**src/common/vout_macros.svh**
```systemverilog
// ##############################
// Output path widths, control word
// field positions and OSD palette
// ##############################

`ifndef VOUT_MACROS_SVH
`define VOUT_MACROS_SVH

// Channel and control word widths
`define VOUT_COLOR_W 8
`define VOUT_CTRL_W 32

// System control register fields
`define VOUT_POWERON_BIT 0
`define VOUT_EXTRA_MODE_LSB 26
`define VOUT_EXP_SEL_LSB 28

// OSD palette, {r, g, b}
`define VOUT_OSD_BLACK 24'h000000
`define VOUT_OSD_BLUE 24'h0000ff
`define VOUT_OSD_YELLOW 24'hffff00
`define VOUT_OSD_WHITE 24'hffffff

`endif

```
**src/common/vout_pkg.sv**
```systemverilog
// ##############################
// Video, OSD, output control and
// VGA DAC types for the output path
// ##############################

`include "vout_macros.svh"

package vout_pkg;

    typedef struct packed {
        logic [`VOUT_COLOR_W-1:0] r;
        logic [`VOUT_COLOR_W-1:0] g;
        logic [`VOUT_COLOR_W-1:0] b;
    } pixel_t;

    typedef struct packed {
        pixel_t pix;
        logic   hsync;
        logic   vsync;
        logic   de;
    } video_t;

    typedef enum logic [1:0] {
        OSD_BLACK  = 2'd0,
        OSD_BLUE   = 2'd1,
        OSD_YELLOW = 2'd2,
        OSD_WHITE  = 2'd3
    } osd_color_e;

    typedef struct packed {
        logic       enable;
        osd_color_e color;
    } osd_t;

    // Sync format on the extra analog output
    typedef enum logic [1:0] {
        EXTRA_RGBHV = 2'd0,
        EXTRA_RGBCS = 2'd1,
        EXTRA_RGSB  = 2'd2,
        EXTRA_YPBPR = 2'd3
    } extra_mode_e;

    typedef enum logic [1:0] {
        EXP_OFF       = 2'd0,
        EXP_EXTRA_OUT = 2'd1,
        EXP_LEGACY_IN = 2'd2,
        EXP_UVC_BDG   = 2'd3
    } exp_sel_e;

    typedef struct packed {
        logic        poweron;
        exp_sel_e    exp_sel;
        extra_mode_e extra_mode;
    } out_ctrl_t;

    typedef struct packed {
        pixel_t pix;
        logic   hs;
        logic   vs;
        logic   blank_n;
        logic   sync_n;
    } vga_t;

endpackage

```
**src/verilog/out_ctrl_decode.sv**
```systemverilog
// ##############################
// System control word sync into
// pclk_out and output setting decode
// ##############################

`timescale 1ns/1ps

`include "vout_macros.svh"

module out_ctrl_decode (
    input  logic                    pclk_out,
    input  logic                    po_reset_n,
    input  logic [`VOUT_CTRL_W-1:0] ctrl_word_i,
    output vout_pkg::out_ctrl_t     ctrl_o,
    output logic [1:0]              ls_dir_o,
    output logic                    psave_n_o
);

    vout_pkg::out_ctrl_t ctrl_raw;
    vout_pkg::out_ctrl_t ctrl_sync1;
    vout_pkg::out_ctrl_t ctrl_sync2;

    // Only the fields used by the output path are synchronized
    always_comb begin
        ctrl_raw.poweron = ctrl_word_i[`VOUT_POWERON_BIT];
        ctrl_raw.exp_sel =
            vout_pkg::exp_sel_e'(ctrl_word_i[`VOUT_EXP_SEL_LSB +: 2]);
        ctrl_raw.extra_mode =
            vout_pkg::extra_mode_e'(ctrl_word_i[`VOUT_EXTRA_MODE_LSB +: 2]);
    end

    // Word is quasi-static, written from another clock domain
    always_ff @(posedge pclk_out or negedge po_reset_n) begin
        if (!po_reset_n) begin
            ctrl_sync1 <= '0;
            ctrl_sync2 <= '0;
        end else begin
            ctrl_sync1 <= ctrl_raw;
            ctrl_sync2 <= ctrl_sync1;
        end
    end

    assign ctrl_o = ctrl_sync2;

    // Level shifter direction, 0=input 1=output
    assign ls_dir_o = (ctrl_sync2.exp_sel == vout_pkg::EXP_LEGACY_IN) ? 2'b10 : 2'b11;

    // DAC stays in power save until power-on
    assign psave_n_o = ctrl_sync2.poweron;

endmodule

```
**src/osd_overlay/osd_overlay.sv**
```systemverilog
// ##############################
// OSD palette overlay on scaler
// video and HDMI TX output register
// ##############################

`timescale 1ns/1ps

`include "vout_macros.svh"

module osd_overlay (
    input  logic             pclk_out,
    input  logic             po_reset_n,
    input  vout_pkg::video_t vid_i,
    input  vout_pkg::osd_t   osd_i,
    output vout_pkg::video_t vid_s1_o,
    output vout_pkg::video_t hdmi_o
);

    vout_pkg::video_t vid_s1;
    vout_pkg::video_t vid_s2;
    vout_pkg::pixel_t osd_pix;

    always_comb begin
        case (osd_i.color)
            vout_pkg::OSD_BLACK:  osd_pix = vout_pkg::pixel_t'(`VOUT_OSD_BLACK);
            vout_pkg::OSD_BLUE:   osd_pix = vout_pkg::pixel_t'(`VOUT_OSD_BLUE);
            vout_pkg::OSD_YELLOW: osd_pix = vout_pkg::pixel_t'(`VOUT_OSD_YELLOW);
            default:              osd_pix = vout_pkg::pixel_t'(`VOUT_OSD_WHITE);
        endcase
    end

    // Stage 1: pixel replaced under OSD, timing signals untouched
    always_ff @(posedge pclk_out or negedge po_reset_n) begin
        if (!po_reset_n) begin
            vid_s1 <= '0;
        end else begin
            vid_s1.pix   <= osd_i.enable ? osd_pix : vid_i.pix;
            vid_s1.hsync <= vid_i.hsync;
            vid_s1.vsync <= vid_i.vsync;
            vid_s1.de    <= vid_i.de;
        end
    end

    // Stage 2: transmitter output register
    always_ff @(posedge pclk_out or negedge po_reset_n) begin
        if (!po_reset_n) begin
            vid_s2 <= '0;
        end else begin
            vid_s2 <= vid_s1;
        end
    end

    assign vid_s1_o = vid_s1;
    assign hdmi_o   = vid_s2;

endmodule

```
**src/extra_out/extra_out_fmt.sv**
```systemverilog
// ##############################
// VGA DAC formatting on the expansion
// port: sync encoding per extra mode,
// pre and final stage, port enable
// ##############################

`timescale 1ns/1ps

module extra_out_fmt (
    input  logic                pclk_out,
    input  logic                po_reset_n,
    input  vout_pkg::out_ctrl_t ctrl_i,
    input  vout_pkg::video_t    vid_i,
    output vout_pkg::vga_t      ext_o,
    output logic                ext_oe_o
);

    vout_pkg::vga_t vga_pre;
    vout_pkg::vga_t vga_fin;
    vout_pkg::vga_t vga_enc;
    logic           ext_en;

    function automatic vout_pkg::vga_t encode_vga(
        input vout_pkg::video_t    v,
        input vout_pkg::extra_mode_e mode
    );
        vout_pkg::vga_t o;
        logic           csync;
        csync     = ~(v.hsync ^ v.vsync);
        o.pix     = v.pix;
        o.blank_n = v.de;
        case (mode)
            vout_pkg::EXTRA_RGBHV: begin
                o.hs     = v.hsync;
                o.vs     = v.vsync;
                o.sync_n = 1'b0;
            end
            vout_pkg::EXTRA_RGBCS: begin
                o.hs     = csync;
                o.vs     = 1'b1;
                o.sync_n = 1'b0;
            end
            // Sync on green / luma
            default: begin
                o.hs     = csync;
                o.vs     = 1'b1;
                o.sync_n = csync;
            end
        endcase
        return o;
    endfunction

    assign ext_en  = (ctrl_i.exp_sel == vout_pkg::EXP_EXTRA_OUT);
    assign vga_enc = encode_vga(vid_i, ctrl_i.extra_mode);

    // Both stages freeze while the port is used for something else
    always_ff @(posedge pclk_out or negedge po_reset_n) begin
        if (!po_reset_n) begin
            vga_pre <= '0;
            vga_fin <= '0;
        end else if (ext_en) begin
            vga_pre <= vga_enc;
            vga_fin <= vga_pre;
        end
    end

    assign ext_o    = vga_fin;
    assign ext_oe_o = ext_en;

endmodule

```
**src/verilog/video_out_top.sv**
```systemverilog
// ##############################
// Output pixel path top level:
// control decode, OSD overlay with
// HDMI output, extra VGA output
// ##############################

`timescale 1ns/1ps

`include "vout_macros.svh"

module video_out_top (
    input  logic                    pclk_out,
    input  logic                    po_reset_n,
    input  logic [`VOUT_CTRL_W-1:0] ctrl_word_i,
    input  vout_pkg::video_t        vid_i,
    input  vout_pkg::osd_t          osd_i,
    output vout_pkg::video_t        hdmi_o,
    output vout_pkg::vga_t          ext_o,
    output logic                    ext_oe_o,
    output logic [1:0]              ls_dir_o,
    output logic                    psave_n_o
);

    vout_pkg::out_ctrl_t ctrl;
    vout_pkg::video_t    vid_s1;

    out_ctrl_decode u_ctrl_decode (
        .pclk_out    (pclk_out),
        .po_reset_n  (po_reset_n),
        .ctrl_word_i (ctrl_word_i),
        .ctrl_o      (ctrl),
        .ls_dir_o    (ls_dir_o),
        .psave_n_o   (psave_n_o)
    );

    osd_overlay u_osd_overlay (
        .pclk_out   (pclk_out),
        .po_reset_n (po_reset_n),
        .vid_i      (vid_i),
        .osd_i      (osd_i),
        .vid_s1_o   (vid_s1),
        .hdmi_o     (hdmi_o)
    );

    // VGA DAC taps the overlay stage, not the HDMI register
    extra_out_fmt u_extra_out (
        .pclk_out   (pclk_out),
        .po_reset_n (po_reset_n),
        .ctrl_i     (ctrl),
        .vid_i      (vid_s1),
        .ext_o      (ext_o),
        .ext_oe_o   (ext_oe_o)
    );

endmodule

```
**config.mk**
```make
export PLATFORM = sky130hd
export DESIGN_NAME = video_out_top
export DESIGN_NICKNAME = d
export VERILOG_FILES = /design/src/common/vout_pkg.sv /design/src/verilog/out_ctrl_decode.sv /design/src/osd_overlay/osd_overlay.sv /design/src/extra_out/extra_out_fmt.sv /design/src/verilog/video_out_top.sv
export VERILOG_INCLUDE_DIRS = /design/src /design/src/common
export SDC_FILE = /design/constraint.sdc
export NUM_CORES = 1
export LEC_CHECK = 0
export CAP_MARGIN = 40
export CORE_MARGIN = 2
export CORE_UTILIZATION = 45
export CTS_CLUSTER_DIAMETER = 200
export DETAILED_ROUTE_END_ITERATION = 6
export DONT_BUFFER_PORTS = 1
export PLACE_DENSITY = 0.62
export SLEW_MARGIN = 10
export SYNTH_ARGS = -nofsm -noshare
export SYNTH_HDL_FRONTEND = slang
export SYNTH_SLANG_ARGS = --single-unit
```
**constraint.sdc**
```tcl
create_clock -name pclk_out -period 1.4 [get_ports pclk_out]
set_clock_uncertainty 0.15 [all_clocks]
set_input_delay 0.42 -clock pclk_out [delete_from_list [all_inputs] [get_ports pclk_out]]
set_output_delay 0.42 -clock pclk_out [all_outputs]
set_load 0.005 [all_outputs]
```
==> PnR_summary.wiki, run 1 <==
{| class="wikitable"
! Metric !! Value
|-
| Type of the setup path with the least slack || reg2out
|-
| Worst r2r dst || u_extra_out.ext_o[19]
|-
| Mean Syn Cell Area || 17.1 sq um
|-
| Final setup slack of the worst path || -360 ps
|-
| Final setup violation count || 110
|-
| PD cells || 1690 nW/um^2
|-
| FF-to-FF setup slack || -330 ps
|-
| Number of standard cells in the layout, taps in and fillers out || 432
|-
| Outcome || finished, violations left
|-
| Critical path's slowest cell || dfrtp_1
|-
| Root Buffer Master || clkbuf_8
|-
| Most common cell in the synthesized netlist || dfrtp_1
|-
| Count of different cell masters after synthesis || 19
|-
| Antenna fix cells || 0
|-
| Cell depth of the worst flop-to-flop path || 7
|-
| Number of buffer cells added on primary ports || 0
|-
| Normalized max-slew margin || between 40% and 50%
|-
| Violated checks || negative hold slack, negative setup slack
|-
| Max Clk Rate || approximately 570 MHz
|-
| Worst reg2reg startpoint || u_ctrl_decode.ctrl_o[3]
|-
| Worst setup EP type || output port
|-
| H-tree depth || 4
|-
| Number of instances in the synthesized netlist || 248
|-
| Setup slack at placement || -71.9 ps
|-
| Number of pins with negative max-slew slack in the final report || 0
|-
| Post-detailed-route via-to-cell ratio || 4.79
|-
| Crit share post-route || 126%
|-
| Length of the first detailed-routing pass in iterations || 4
|-
| Crit path cell chain || nor2b_4 -> buf_12
|-
| Routing usage on met2 || 25.3%
|-
| Core Box Area || between 9000 and 10000 sq um
|-
| Final hold viol count || 120
|-
| End point of the critical path || ext_oe_o
|-
| Dpl cells || 352
|-
| Mapped cell area || 4240 sq um
|-
| DRC errors left || 0
|-
| Post-synthesis sequential area ratio || 70.8%
|-
| Nets in the synthesized netlist || about 310
|-
| Wire length of the first global-routing pass || 11.8 mm
|-
| Vert. Die Dim || around 100 microns
|-
| CTS tree || yes
|-
| Detailed Route Iter0 Violations || 56
|-
| Post-layout util || around three fifths
|-
| EDFF count, synth || 0
|-
| Via count of the first global-routing pass || 2259
|-
| Synthesized flop and latch total || 120
|-
| Crit path from || u_ctrl_decode.ctrl_o[3]
|-
| Final GP Congestion || between 0.6 and 0.7
|-
| Number of hold buffers added after CTS || 33
|-
| Initial antenna violation count || 0
|-
| Min Tclk post-route || 1760 ps
|-
| Die area || roughly 10000 sq um
|-
| Class of the tightest hold or removal check || in2async
|-
| Largest fanout on the critical path || 5
|-
| Number of nets in the layout || 372
|-
| Clk buf depth || 2
|-
| Most congested layer reported by global routing || met2
|-
| Post-layout total power || 9.34 mW
|-
| Cts bufs inserted || 17
|-
| Number of clock sinks seen by CTS || between 100 and 150
|-
| P&R area growth vs syn || 30.3%
|-
| Most area-consuming cells after synthesis || dfrtp_1 (71%), mux2_4 (19%), o21ai_0 (2.9%), buf_12 (2.4%), inv_1 (2.2%)
|-
| Total via count in the routed design || 2071
|-
| Worst-case hold slack || -532 ps
|-
| Yosys warning total || 0
|-
| Met3 demand-to-capacity share in global routing || ~6.4%
|-
| Clock input transition at the sequential cells of the worst setup and hold paths || around 60 ps
|-
| Cell leakage power || 2.63 nW
|-
| Critical path data required time || 830 ps
|-
| Kind of launch point of the worst setup path || flop
|-
| Peak supply drop || 0.000990 V
|-
| Arrival time of data at the critical path endpoint || about 1200 ps
|-
| Placement Rows || 35
|-
| Slew at the pin closest to its max-slew limit || between 800 and 900 ps
|-
| All-layer global routing usage || 16.1%
|-
| Unrepaired setup endpoints after global routing || yes
|-
| Share of synthesized flip-flops with an asynchronous set or reset || 100%
|-
| Initial Util || 46.1%
|-
| Met1 usage in global routing || 19.1%
|-
| GR Overflow Total || 0
|-
| Worst skew pair latency || ~500 ps
|-
| Layout filler cell count || just under 700
|-
| Routed wirelength normalized by instance count || 17.9 microns
|-
| Antenna-violating nets left || 0
|-
| Area share of the largest cell type after synthesis || 70.8%
|-
| Predominant post-synthesis flop cell || dfrtp_1
|-
| Number of placed I/O pins || roughly 120
|-
| Top cells by count, synth || dfrtp_1 (120), mux2_4 (53), inv_1 (25), o21ai_0 (25), buf_12 (5)
|-
| Highest cell delay on the worst timing path || 400 ps
|-
| Largest net degree at the start of global routing || about 120
|-
| Detailed Place HPWL || 3.93 mm
|-
| Layout cells sized above 1 || between 30% and 40%
|-
| WL final || between 7 and 8 mm
|-
| Die X-Extent || roughly 100 microns
|-
| Number of max-cap violations || 0
|-
| Area leader, netlist || dfrtp_1
|}
==> layout by cell type, fill, tap and decap left out <==
cell type	Yosys	final
dfrtp_1	120	120
mux2_4	53	53
dlygate4sd3_1	0	32
inv_1	25	25
o21ai_0	25	24
clkbuf_16	0	17
buf_12	5	7
clkinv_2	0	5
clkbuf_1	3	4
buf_16	0	4
clkbuf_8	0	3
bufinv_16	0	3
buf_6	2	3
nand2_1	2	2
nor2_4	0	2
buf_4	1	2
buf_8	0	2
or2b_1	1	1
nor2b_4	1	1
xnor2_1	1	1
nand3_2	0	1
o21ai_1	0	1
nor3_1	1	1
a21oi_2	0	1
o21bai_1	1	1
xor2_1	1	1
a21oi_1	2	1
conb_1	1	1
clkinvlp_4	0	1
dlymetal6s4s_1	0	1
==> logic make-up (layout without fill, tap and decap cells) <==
logic type / after synthesis / count (layout) / synth area share (%)
buffers and inverters: 36 / 109 / 5.54
AOI/OAI and AO/OA: 28 / 28 / 3.36
muxes: 53 / 53 / 18.7
other: 1 / 1 / 0.0884
and+or+nand+nor: 8 / 8 / 1.09
xor gates and xnor gates: 2 / 2 / 0.413
DFF: 120 / 120 / 70.8
==> state kept, by name, indices dropped and copies added, names as in the netlist <==
| signal | cells |
|---|---|
| u_ctrl_decode.ctrl_o | 4 |
| u_ctrl_decode.ctrl_sync1 | 5 |
| u_ctrl_decode.psave_n_o | 1 |
| u_extra_out.ext_o | 28 |
| u_extra_out.vga_pre | 28 |
| u_osd_overlay.hdmi_o | 27 |
| u_osd_overlay.vid_s1_o | 27 |
==> layer usage <==
layer	wire length [microns]	share of wire [%]	vias to the layer above
met2	3930	51	66
met3	388	5.0	11
met5	0	0	-
met1	3300	43	1063
li1	-	-	931
met4	129	1.7	0
==> cell type report <==
type,instances,area [sq um],area share (%)
Multi-Input combinational cell,92,1030,18.6
Clock buffer,23,457,8.26
Sequential cell,120,3000,54.3
Tap cell,111,139,2.51
Inverter,25,93.8,1.70
Clock inverter,9,123,2.22
Timing Repair Buffer,52,687,12.4
==> metrics by stage <==
stage | TNS [ps] | area, sq um
final | -16360 | 5530
after detailed placement | -2100 | 4300
after global routing | -21370 | 5530
after floorplan | 0 | 4240
after global placement | -1580 | 4300
after CTS | -20970 | 5460
==> power by group <==
group	switching (mW)	internal, mW	leakage, nW
sequential	0.333	3.94	1.43
clock	1.42	2.79	0.286
combinational	0.227	0.631	0.909
total	1.98	7.36	2.63
==> worst max-delay path, delay by kind of cell (launching register included) <==
| family | cells | cell delay [ps] |
|---|---|---|
| flops | 1 | 400 |
| simple gates | 1 | 150 |
| buf+inv | 1 | 140 |
==> worst min path at each step <==
stage / start / end
after floorplan: po_reset_n / u_ctrl_decode.ctrl_o[0]
after global placement: po_reset_n / u_extra_out.ext_o[3]
after detailed placement: po_reset_n / u_extra_out.ext_o[2]
after CTS: po_reset_n / u_osd_overlay.hdmi_o[2]
after global routing: po_reset_n / u_osd_overlay.hdmi_o[2]
final: po_reset_n / u_osd_overlay.hdmi_o[6]
==> repair_timing <==
action	CTS	global route
endpoints found under the hold margin	152	120
setup endpoints to repair	94	134
cloned	7	1
buffers inserted	3	8
gates resized for setup	9	16
pin swaps	0	1
Power figures use the tool's default switching activity.
==> inputs of run 2 (changes only) <==
CORE_UTILIZATION = 56   (was 45)
PLACE_DENSITY = 0.74   (was 0.62)
==> run 2 against run 1 <==
Net effect: die area down 19%; critical endpoint unchanged; final cell count down 4.4%; setup slack worse by 13 ps; total power shrank 2.3%; sequential cell count unchanged; critical path type unchanged; the run still ends with negative hold slack, negative setup slack left; sequential share of layout area rose by 1.3 points.
==> PnR_summary.wiki, run 2 (synthesized netlist as in run 1, its figures left out) <==
{| class="wikitable"
! Metric !! Value
|-
| Number of pins with negative max-slew slack in the final report || 0 (unchanged)
|-
| GR Overflow Total || 0 (unchanged)
|-
| Clk buf depth || 2 (unchanged)
|-
| Crit path cell chain || nor2b_4 -> buf_12 (unchanged)
|-
| Normalized max-slew margin || 42.4% (was 41.6%)
|-
| Kind of launch point of the worst setup path || flop (unchanged)
|-
| Crit share post-route || 127% (was 126%)
|-
| Leading cell types in the layout, fill and taps excluded || dfrtp_1 (120), mux2_4 (53), dlygate4sd3_1 (32) (unchanged)
|-
| Post-layout util || 74.0% (was 60.1%)
|-
| All-layer global routing usage || 20.6% (was 16.1%)
|-
| Largest fanout on the critical path || 7 (was 5)
|-
| Wire length of the first global-routing pass || 12.6 mm (was 11.8 mm)
|-
| Min Tclk post-route || 1770 ps (was 1760 ps)
|-
| CTS tree || yes (unchanged)
|-
| Worst skew pair latency || 500 ps (about the same)
|-
| Core Box Area || 7290 sq um (was 9200 sq um)
|-
| P&R area growth vs syn || 27.2% (was 30.3%)
|-
| Number of buffer cells added on primary ports || 0 (unchanged)
|-
| Peak supply drop || 0.000885 V (was 0.000990 V)
|-
| Outcome || finished, violations left (unchanged)
|-
| Number of max-cap violations || 0 (unchanged)
|-
| Type of the setup path with the least slack || reg2out (unchanged)
|-
| FF-to-FF setup slack || -290 ps (was -330 ps)
|-
| Vert. Die Dim || 91.1 microns (was 101 microns)
|-
| Worst setup EP type || output port (unchanged)
|-
| Final setup slack of the worst path || -373 ps (was -360 ps)
|-
| Total via count in the routed design || 2109 (was 2071)
|-
| Highest cell delay on the worst timing path || 400 ps (about the same)
|-
| Root Buffer Master || clkbuf_8 (unchanged)
|-
| Critical path data required time || 830 ps (about the same)
|-
| Worst r2r dst || u_extra_out.ext_o[25] (was u_extra_out.ext_o[19])
|-
| Layout cells sized above 1 || 30.9% (was 32.7%)
|-
| Most common cell after layout, fill and taps aside || dfrtp_1 (unchanged)
|-
| Antenna fix cells || 0 (unchanged)
|-
| Critical path's slowest cell || dfrtp_1 (unchanged)
|-
| Cell depth of the worst flop-to-flop path || 5 (was 7)
|-
| Largest delay share family, worst path || flip-flops (unchanged)
|-
| Final GP Congestion || 0.707 (was 0.692)
|-
| Via count of the first global-routing pass || 2332 (was 2259)
|-
| Die X-Extent || 91.1 microns (was 101 microns)
|-
| Slew at the pin closest to its max-slew limit || 865 ps (was 876 ps)
|-
| Antenna-violating nets left || 0 (unchanged)
|-
| Number of nets in the layout || 366 (was 372)
|-
| PD cells || 1690 nW/um^2 (about the same)
|-
| Detailed Place HPWL || 4.01 mm (was 3.93 mm)
|-
| Post-detailed-route via-to-cell ratio || 5.11 (was 4.79)
|-
| Violated checks || negative hold slack, negative setup slack (unchanged)
|-
| Final setup violation count || 108 (was 110)
|-
| Number of clock sinks seen by CTS || 120 (unchanged)
|-
| Max Clk Rate || 564 MHz (was 568 MHz)
|-
| Cts bufs inserted || 17 (unchanged)
|-
| Placement Rows || 31 (was 35)
|-
| Final hold viol count || 120 (unchanged)
|-
| Number of placed I/O pins || 123 (unchanged)
|-
| Worst reg2reg startpoint || u_ctrl_decode.ctrl_o[3] (unchanged)
|-
| DRC errors left || 0 (unchanged)
|-
| Area occupied by multi-input gates || 1010 sq um (was 1030 sq um)
|-
| Class of the tightest hold or removal check || in2async (unchanged)
|-
| Length of the first detailed-routing pass in iterations || 4 (unchanged)
|-
| Largest net degree at the start of global routing || 121 (unchanged)
|-
| Initial Util || 58.2% (was 46.1%)
|-
| H-tree depth || 4 (unchanged)
|-
| Number of hold buffers added after CTS || 33 (unchanged)
|-
| Routed wirelength normalized by instance count || 18.6 microns (was 17.9 microns)
|-
| Area of all sequential standard cells || 3000 sq um (unchanged)
|-
| Die area || 8290 sq um (was 10200 sq um)
|-
| Unrepaired setup endpoints after global routing || yes (unchanged)
|-
| Detailed Route Iter0 Violations || 113 (was 56)
|-
| WL final || 7.69 mm (was 7.74 mm)
|-
| Clock input transition at the sequential cells of the worst setup and hold paths || 60 ps (about the same)
|-
| Cell leakage power || 2.58 nW (was 2.63 nW)
|-
| Worst-case hold slack || -538 ps (was -532 ps)
|-
| Post-layout total power || 9.12 mW (was 9.34 mW)
|-
| Final sum of negative setup slack || -13680 ps (was -16360 ps)
|-
| Layout filler cell count || 470 (was 678)
|-
| Arrival time of data at the critical path endpoint || 1200 ps (was 1190 ps)
|-
| Initial antenna violation count || 0 (unchanged)
|-
| Crit path from || u_ctrl_decode.ctrl_o[3] (unchanged)
|-
| Buf/Inv on CP || 1 (unchanged)
|}
-- run 2: per-stage QoR --
stage	cells	hold slack, ps	setup slack, ps	area (sq um)
after floorplan	248	-25.6	38.1	4240
after global placement	341	-22.7	-41.0	4290
after detailed placement	341	-22.5	-46.8	4290
after CTS	413	-556	-400	5400
after global routing	413	-573	-433	5400
final	413	-538	-373	5400
-- run 2: per-layer routing --
layer	vias to the layer above	routed length, microns	GRT usage (%)	share of wire, %
met5	-	0	0	0
met4	0	92	8.84	1.2
met3	10	411	7.55	5.3
met2	69	3850	33.1	50
met1	1106	3330	25.1	43
li1	924	-	-	-
-- run 2: area by class of cell --
class | instances | area share, %
multi-input combinational | 92 | 18.6
sequential | 120 | 55.6
tap | 99 | 2.29
timing repair buffer | 46 | 11.3
clock buffer | 19 | 8.00
clock inverter | 12 | 2.36
inverter | 25 | 1.74
-- run 2: how the worst max path moves through the flow --
stage | depth (start not counted) | slack, ps | end
5_1_grt | 2 | -430 | ext_oe_o
4_1_cts | 2 | -400 | ext_oe_o
6_report | 2 | -370 | ext_oe_o
2_1_floorplan | 3 | 40 | ext_oe_o
3_5_place_dp | 3 | -50 | u_extra_out.ext_o[6]
3_3_place_gp | 3 | -40 | u_extra_out.vga_pre[14]
-- run 2: where the power goes --
group	internal, mW	leakage, nW	switching (mW)	total, mW
combinational	0.616	0.883	0.219	0.835
sequential	3.94	1.43	0.337	4.28
clock	2.56	0.266	1.45	4.01
total	7.11	2.58	2.01	9.12
-- run 2: repair_timing --
| action | 4_1_cts | 5_1_grt |
|---|---|---|
| pin swaps | 0 | 0 |
| gates resized for setup | 7 | 1 |
| cloned | 6 | 0 |
| endpoints found under the hold margin | 152 | 120 |
| setup endpoints to repair | 109 | 132 |
| setup buffers | 2 | 0 |
==> inputs of run 3 (changes only) <==
ABC_AREA = 1   (was default)
CORE_UTILIZATION = 55   (was 56)
PLACE_DENSITY = 0.73   (was 0.74)
==> run 3 against run 2 <==
Net effect: the run still ends with negative hold slack, negative setup slack left; worst hold slack gained 2.1 ps; non-clock buffer count shrank 5; utilization shrank 3.2 points; sequential share of layout area grew 3.5 points; clock power grew 11%; register-to-register slack gained 420 ps; critical endpoint unchanged; largest cell class unchanged; largest power group is now the clock network; highest routed layer unchanged.
==> PnR_summary.wiki, run 3 <==
{| class="wikitable"
! Metric !! Value
|-
| PD cells || 1770 nW/um^2 (was 1690 nW/um^2)
|-
| Mean Syn Cell Area || 10.9 sq um (was 17.1 sq um)
|-
| Most common cell in the synthesized netlist || nand2_1 (was dfrtp_1)
|-
| Largest net degree at the start of global routing || 121 (unchanged)
|-
| Detailed Place HPWL || 4.12 mm (was 4.01 mm)
|-
| Critical path data required time || 830 ps (about the same)
|-
| CTS tree || yes (unchanged)
|-
| Initial Util || 56.3% (was 58.2%)
|-
| Placement Rows || 31 (unchanged)
|-
| Yosys warning total || 0 (unchanged)
|-
| Area share of the largest cell type after synthesis || 74.3% (was 70.8%)
|-
| Core Box Area || 7180 sq um (was 7290 sq um)
|-
| Number of instances in the synthesized netlist || 370 (was 248)
|-
| Unrepaired setup endpoints after global routing || yes (unchanged)
|-
| Count of different cell masters after synthesis || 16 (was 19)
|-
| Most common cell after layout, fill and taps aside || nand2_1 (was dfrtp_1)
|-
| DRC errors left || 0 (unchanged)
|-
| Number of buffer cells added on primary ports || 0 (unchanged)
|-
| Highest cell delay on the worst timing path || 360 ps (was 400 ps)
|-
| Kind of launch point of the worst setup path || flop (unchanged)
|-
| Top cells by count, synth || nand2_1 (169), dfrtp_1 (120), inv_1 (30) (was dfrtp_1 (120), mux2_4 (53), inv_1 (25), o21ai_0 (25), buf_12 (5))
|-
| Leading cell types in the layout, fill and taps excluded || nand2_1 (168), dfrtp_1 (120), dlygate4sd3_1 (32) (was dfrtp_1 (120), mux2_4 (53), dlygate4sd3_1 (32))
|-
| FF-to-FF setup slack || 130 ps (was -290 ps)
|-
| Max Clk Rate || 575 MHz (was 564 MHz)
|-
| Number of standard cells in the layout, taps in and fillers out || 525 (was 413)
|-
| Root Buffer Master || clkbuf_8 (unchanged)
|-
| Antenna fix cells || 0 (unchanged)
|-
| Synthesized flop and latch total || 120 (unchanged)
|-
| WL final || 7.42 mm (was 7.69 mm)
|-
| Post-synthesis sequential area ratio || 74.3% (was 70.8%)
|-
| Final setup slack of the worst path || -340 ps (was -373 ps)
|-
| Crit path cell chain || inv_2 -> nor2_4 (was nor2b_4 -> buf_12)
|-
| Type of the setup path with the least slack || reg2out (unchanged)
|-
| Antenna-violating nets left || 0 (unchanged)
|-
| Vert. Die Dim || 89.7 microns (was 91.1 microns)
|-
| Outcome || finished, violations left (unchanged)
|-
| Final sum of negative setup slack || -3440 ps (was -13680 ps)
|-
| Number of placed I/O pins || 123 (unchanged)
|-
| Mapped cell area || 4040 sq um (was 4240 sq um)
|-
| Post-layout util || 70.8% (was 74.0%)
|-
| Predominant post-synthesis flop cell || dfrtp_1 (unchanged)
|-
| Cell leakage power || 2.64 nW (was 2.58 nW)
|-
| Setup slack at placement || 103 ps (was -46.8 ps)
|-
| Final hold viol count || 120 (unchanged)
|-
| Number of nets in the layout || 478 (was 366)
|-
| Wire length of the first global-routing pass || 11.6 mm (was 12.6 mm)
|-
| Share of synthesized flip-flops with an asynchronous set or reset || 100% (unchanged)
|-
| Most area-consuming cells after synthesis || dfrtp_1 (74%), nand2_1 (16%), o21ai_0 (3.3%), inv_1 (2.8%), buf_4 (1.3%) (was dfrtp_1 (71%), mux2_4 (19%), o21ai_0 (2.9%), buf_12 (2.4%), inv_1 (2.2%))
|-
| Min Tclk post-route || 1740 ps (was 1770 ps)
|-
| P&R area growth vs syn || 25.8% (was 27.2%)
|-
| Clk buf depth || 2 (unchanged)
|-
| Nets in the synthesized netlist || 434 (was 312)
|-
| Post-detailed-route via-to-cell ratio || 4.85 (was 5.11)
|-
| Area leader, netlist || dfrtp_1 (unchanged)
|-
| Number of max-cap violations || 0 (unchanged)
|-
| Worst setup EP type || output port (unchanged)
|-
| Final instance area || 5080 sq um (was 5400 sq um)
|-
| Class of the tightest hold or removal check || in2async (unchanged)
|-
| Via count of the first global-routing pass || 2413 (was 2332)
|-
| Detailed Route Iter0 Violations || 132 (was 113)
|-
| DP Area || 4140 sq um (was 4290 sq um)
|-
| Total via count in the routed design || 2547 (was 2109)
|-
| Cts bufs inserted || 17 (unchanged)
|-
| Number of hold buffers added after CTS || 33 (unchanged)
|-
| All-layer global routing usage || 20.0% (was 20.6%)
|-
| Final setup violation count || 58 (was 108)
|-
| Number of pins with negative max-slew slack in the final report || 0 (unchanged)
|-
| Crit share post-route || 124% (was 127%)
|-
| Worst skew pair latency || 490 ps (was 500 ps)
|-
| Die X-Extent || 89.7 microns (was 91.1 microns)
|-
| Length of the first detailed-routing pass in iterations || 4 (unchanged)
|-
| Arrival time of data at the critical path endpoint || 1170 ps (was 1200 ps)
|-
| Routed wirelength normalized by instance count || 14.1 microns (was 18.6 microns)
|-
| EDFF count, synth || 0 (unchanged)
|-
| Largest fanout on the critical path || 7 (unchanged)
|-
| GR Overflow Total || 0 (unchanged)
|-
| H-tree depth || 4 (unchanged)
|-
| Violated checks || negative hold slack, negative setup slack (unchanged)
|-
| Dpl cells || 460 (was 341)
|-
| Layout cells sized above 1 || 10.1% (was 30.9%)
|-
| Post-layout total power || 8.99 mW (was 9.12 mW)
|-
| Number of clock sinks seen by CTS || 120 (unchanged)
|-
| Die area || 8050 sq um (was 8290 sq um)
|-
| Final GP Congestion || 0.769 (was 0.707)
|-
| Clock input transition at the sequential cells of the worst setup and hold paths || 60 ps (about the same)
|-
| Peak supply drop || 0.000993 V (was 0.000885 V)
|-
| Initial antenna violation count || 0 (unchanged)
|-
| Worst-case hold slack || -536 ps (was -538 ps)
|-
| Critical path's slowest cell || dfrtp_1 (unchanged)
|}
==> run 3: layout make-up <==
class | count | area [sq um]
sequential | 120 | 3000
fill | 502 | 2100
multi-input combinational | 203 | 815
clock buffer | 17 | 414
timing repair buffer | 41 | 410
clock inverter | 14 | 198
tap | 99 | 124
inverter | 31 | 116
==> run 3: where the power goes <==
group	internal [mW]	leakage (nW)	switching (mW)	total, mW
registers	3.85	1.47	0.242	4.09
logic	0.213	0.874	0.245	0.459
clock network	2.90	0.295	1.54	4.44
total	6.95	2.64	2.03	8.99
==> run 3: per-layer routing <==
metal | vias up | track usage, % | share of wire, %
met3 | 7 | 6.40 | 5.6
met5 | - | 0 | 0
met2 | 67 | 31.6 | 52
met1 | 1272 | 25.1 | 42
met4 | 0 | 10.0 | 1.1
li1 | 1201 | - | -
==> run 3: path summary, 6_finish.rpt <==
check                                       startpoint                         to  cells past startpoint
setup reg to reg               u_ctrl_decode.ctrl_o[2]    u_extra_out.vga_pre[17]                      5
hold / removal                              po_reset_n  u_osd_overlay.vid_s1_o[0]                      0
max in group asynchronous                   po_reset_n      u_extra_out.ext_o[20]                      0
min in group pclk_out                         osd_i[0]  u_osd_overlay.vid_s1_o[3]                      2
hold reg to reg            u_ctrl_decode.ctrl_sync1[1]    u_ctrl_decode.ctrl_o[1]                      0
setup / recovery               u_ctrl_decode.ctrl_o[2]                   ext_oe_o                      2
==> run 3: logic make-up (layout without fill, tap and decap cells) <==
| group | Yosys count | after routing | synth area share, % |
|---|---|---|---|
| AOI/OAI and AO/OA | 29 | 29 | 3.59 |
| other | 1 | 1 | 0.0928 |
| and+or+nand+nor | 172 | 172 | 16.1 |
| DFF | 120 | 120 | 74.3 |
| buffers and inverters | 47 | 103 | 5.67 |
| xor gates and xnor gates | 1 | 1 | 0.217 |
==> run 3: critical path: cells and delay by family, from the launching register on <==
kind	cells	cell delay (ps)
buf+inv	1	60
flops	1	360
simple gates	1	260
==> run 3: repair_timing <==
item / 4_1_cts / 5_1_grt
endpoints found under the setup margin: 58 / 82
pin swaps: 1 / 0
setup buffers: 1 / 0
gates resized for setup: 0 / 3
hold endpoints to repair: 152 / 120
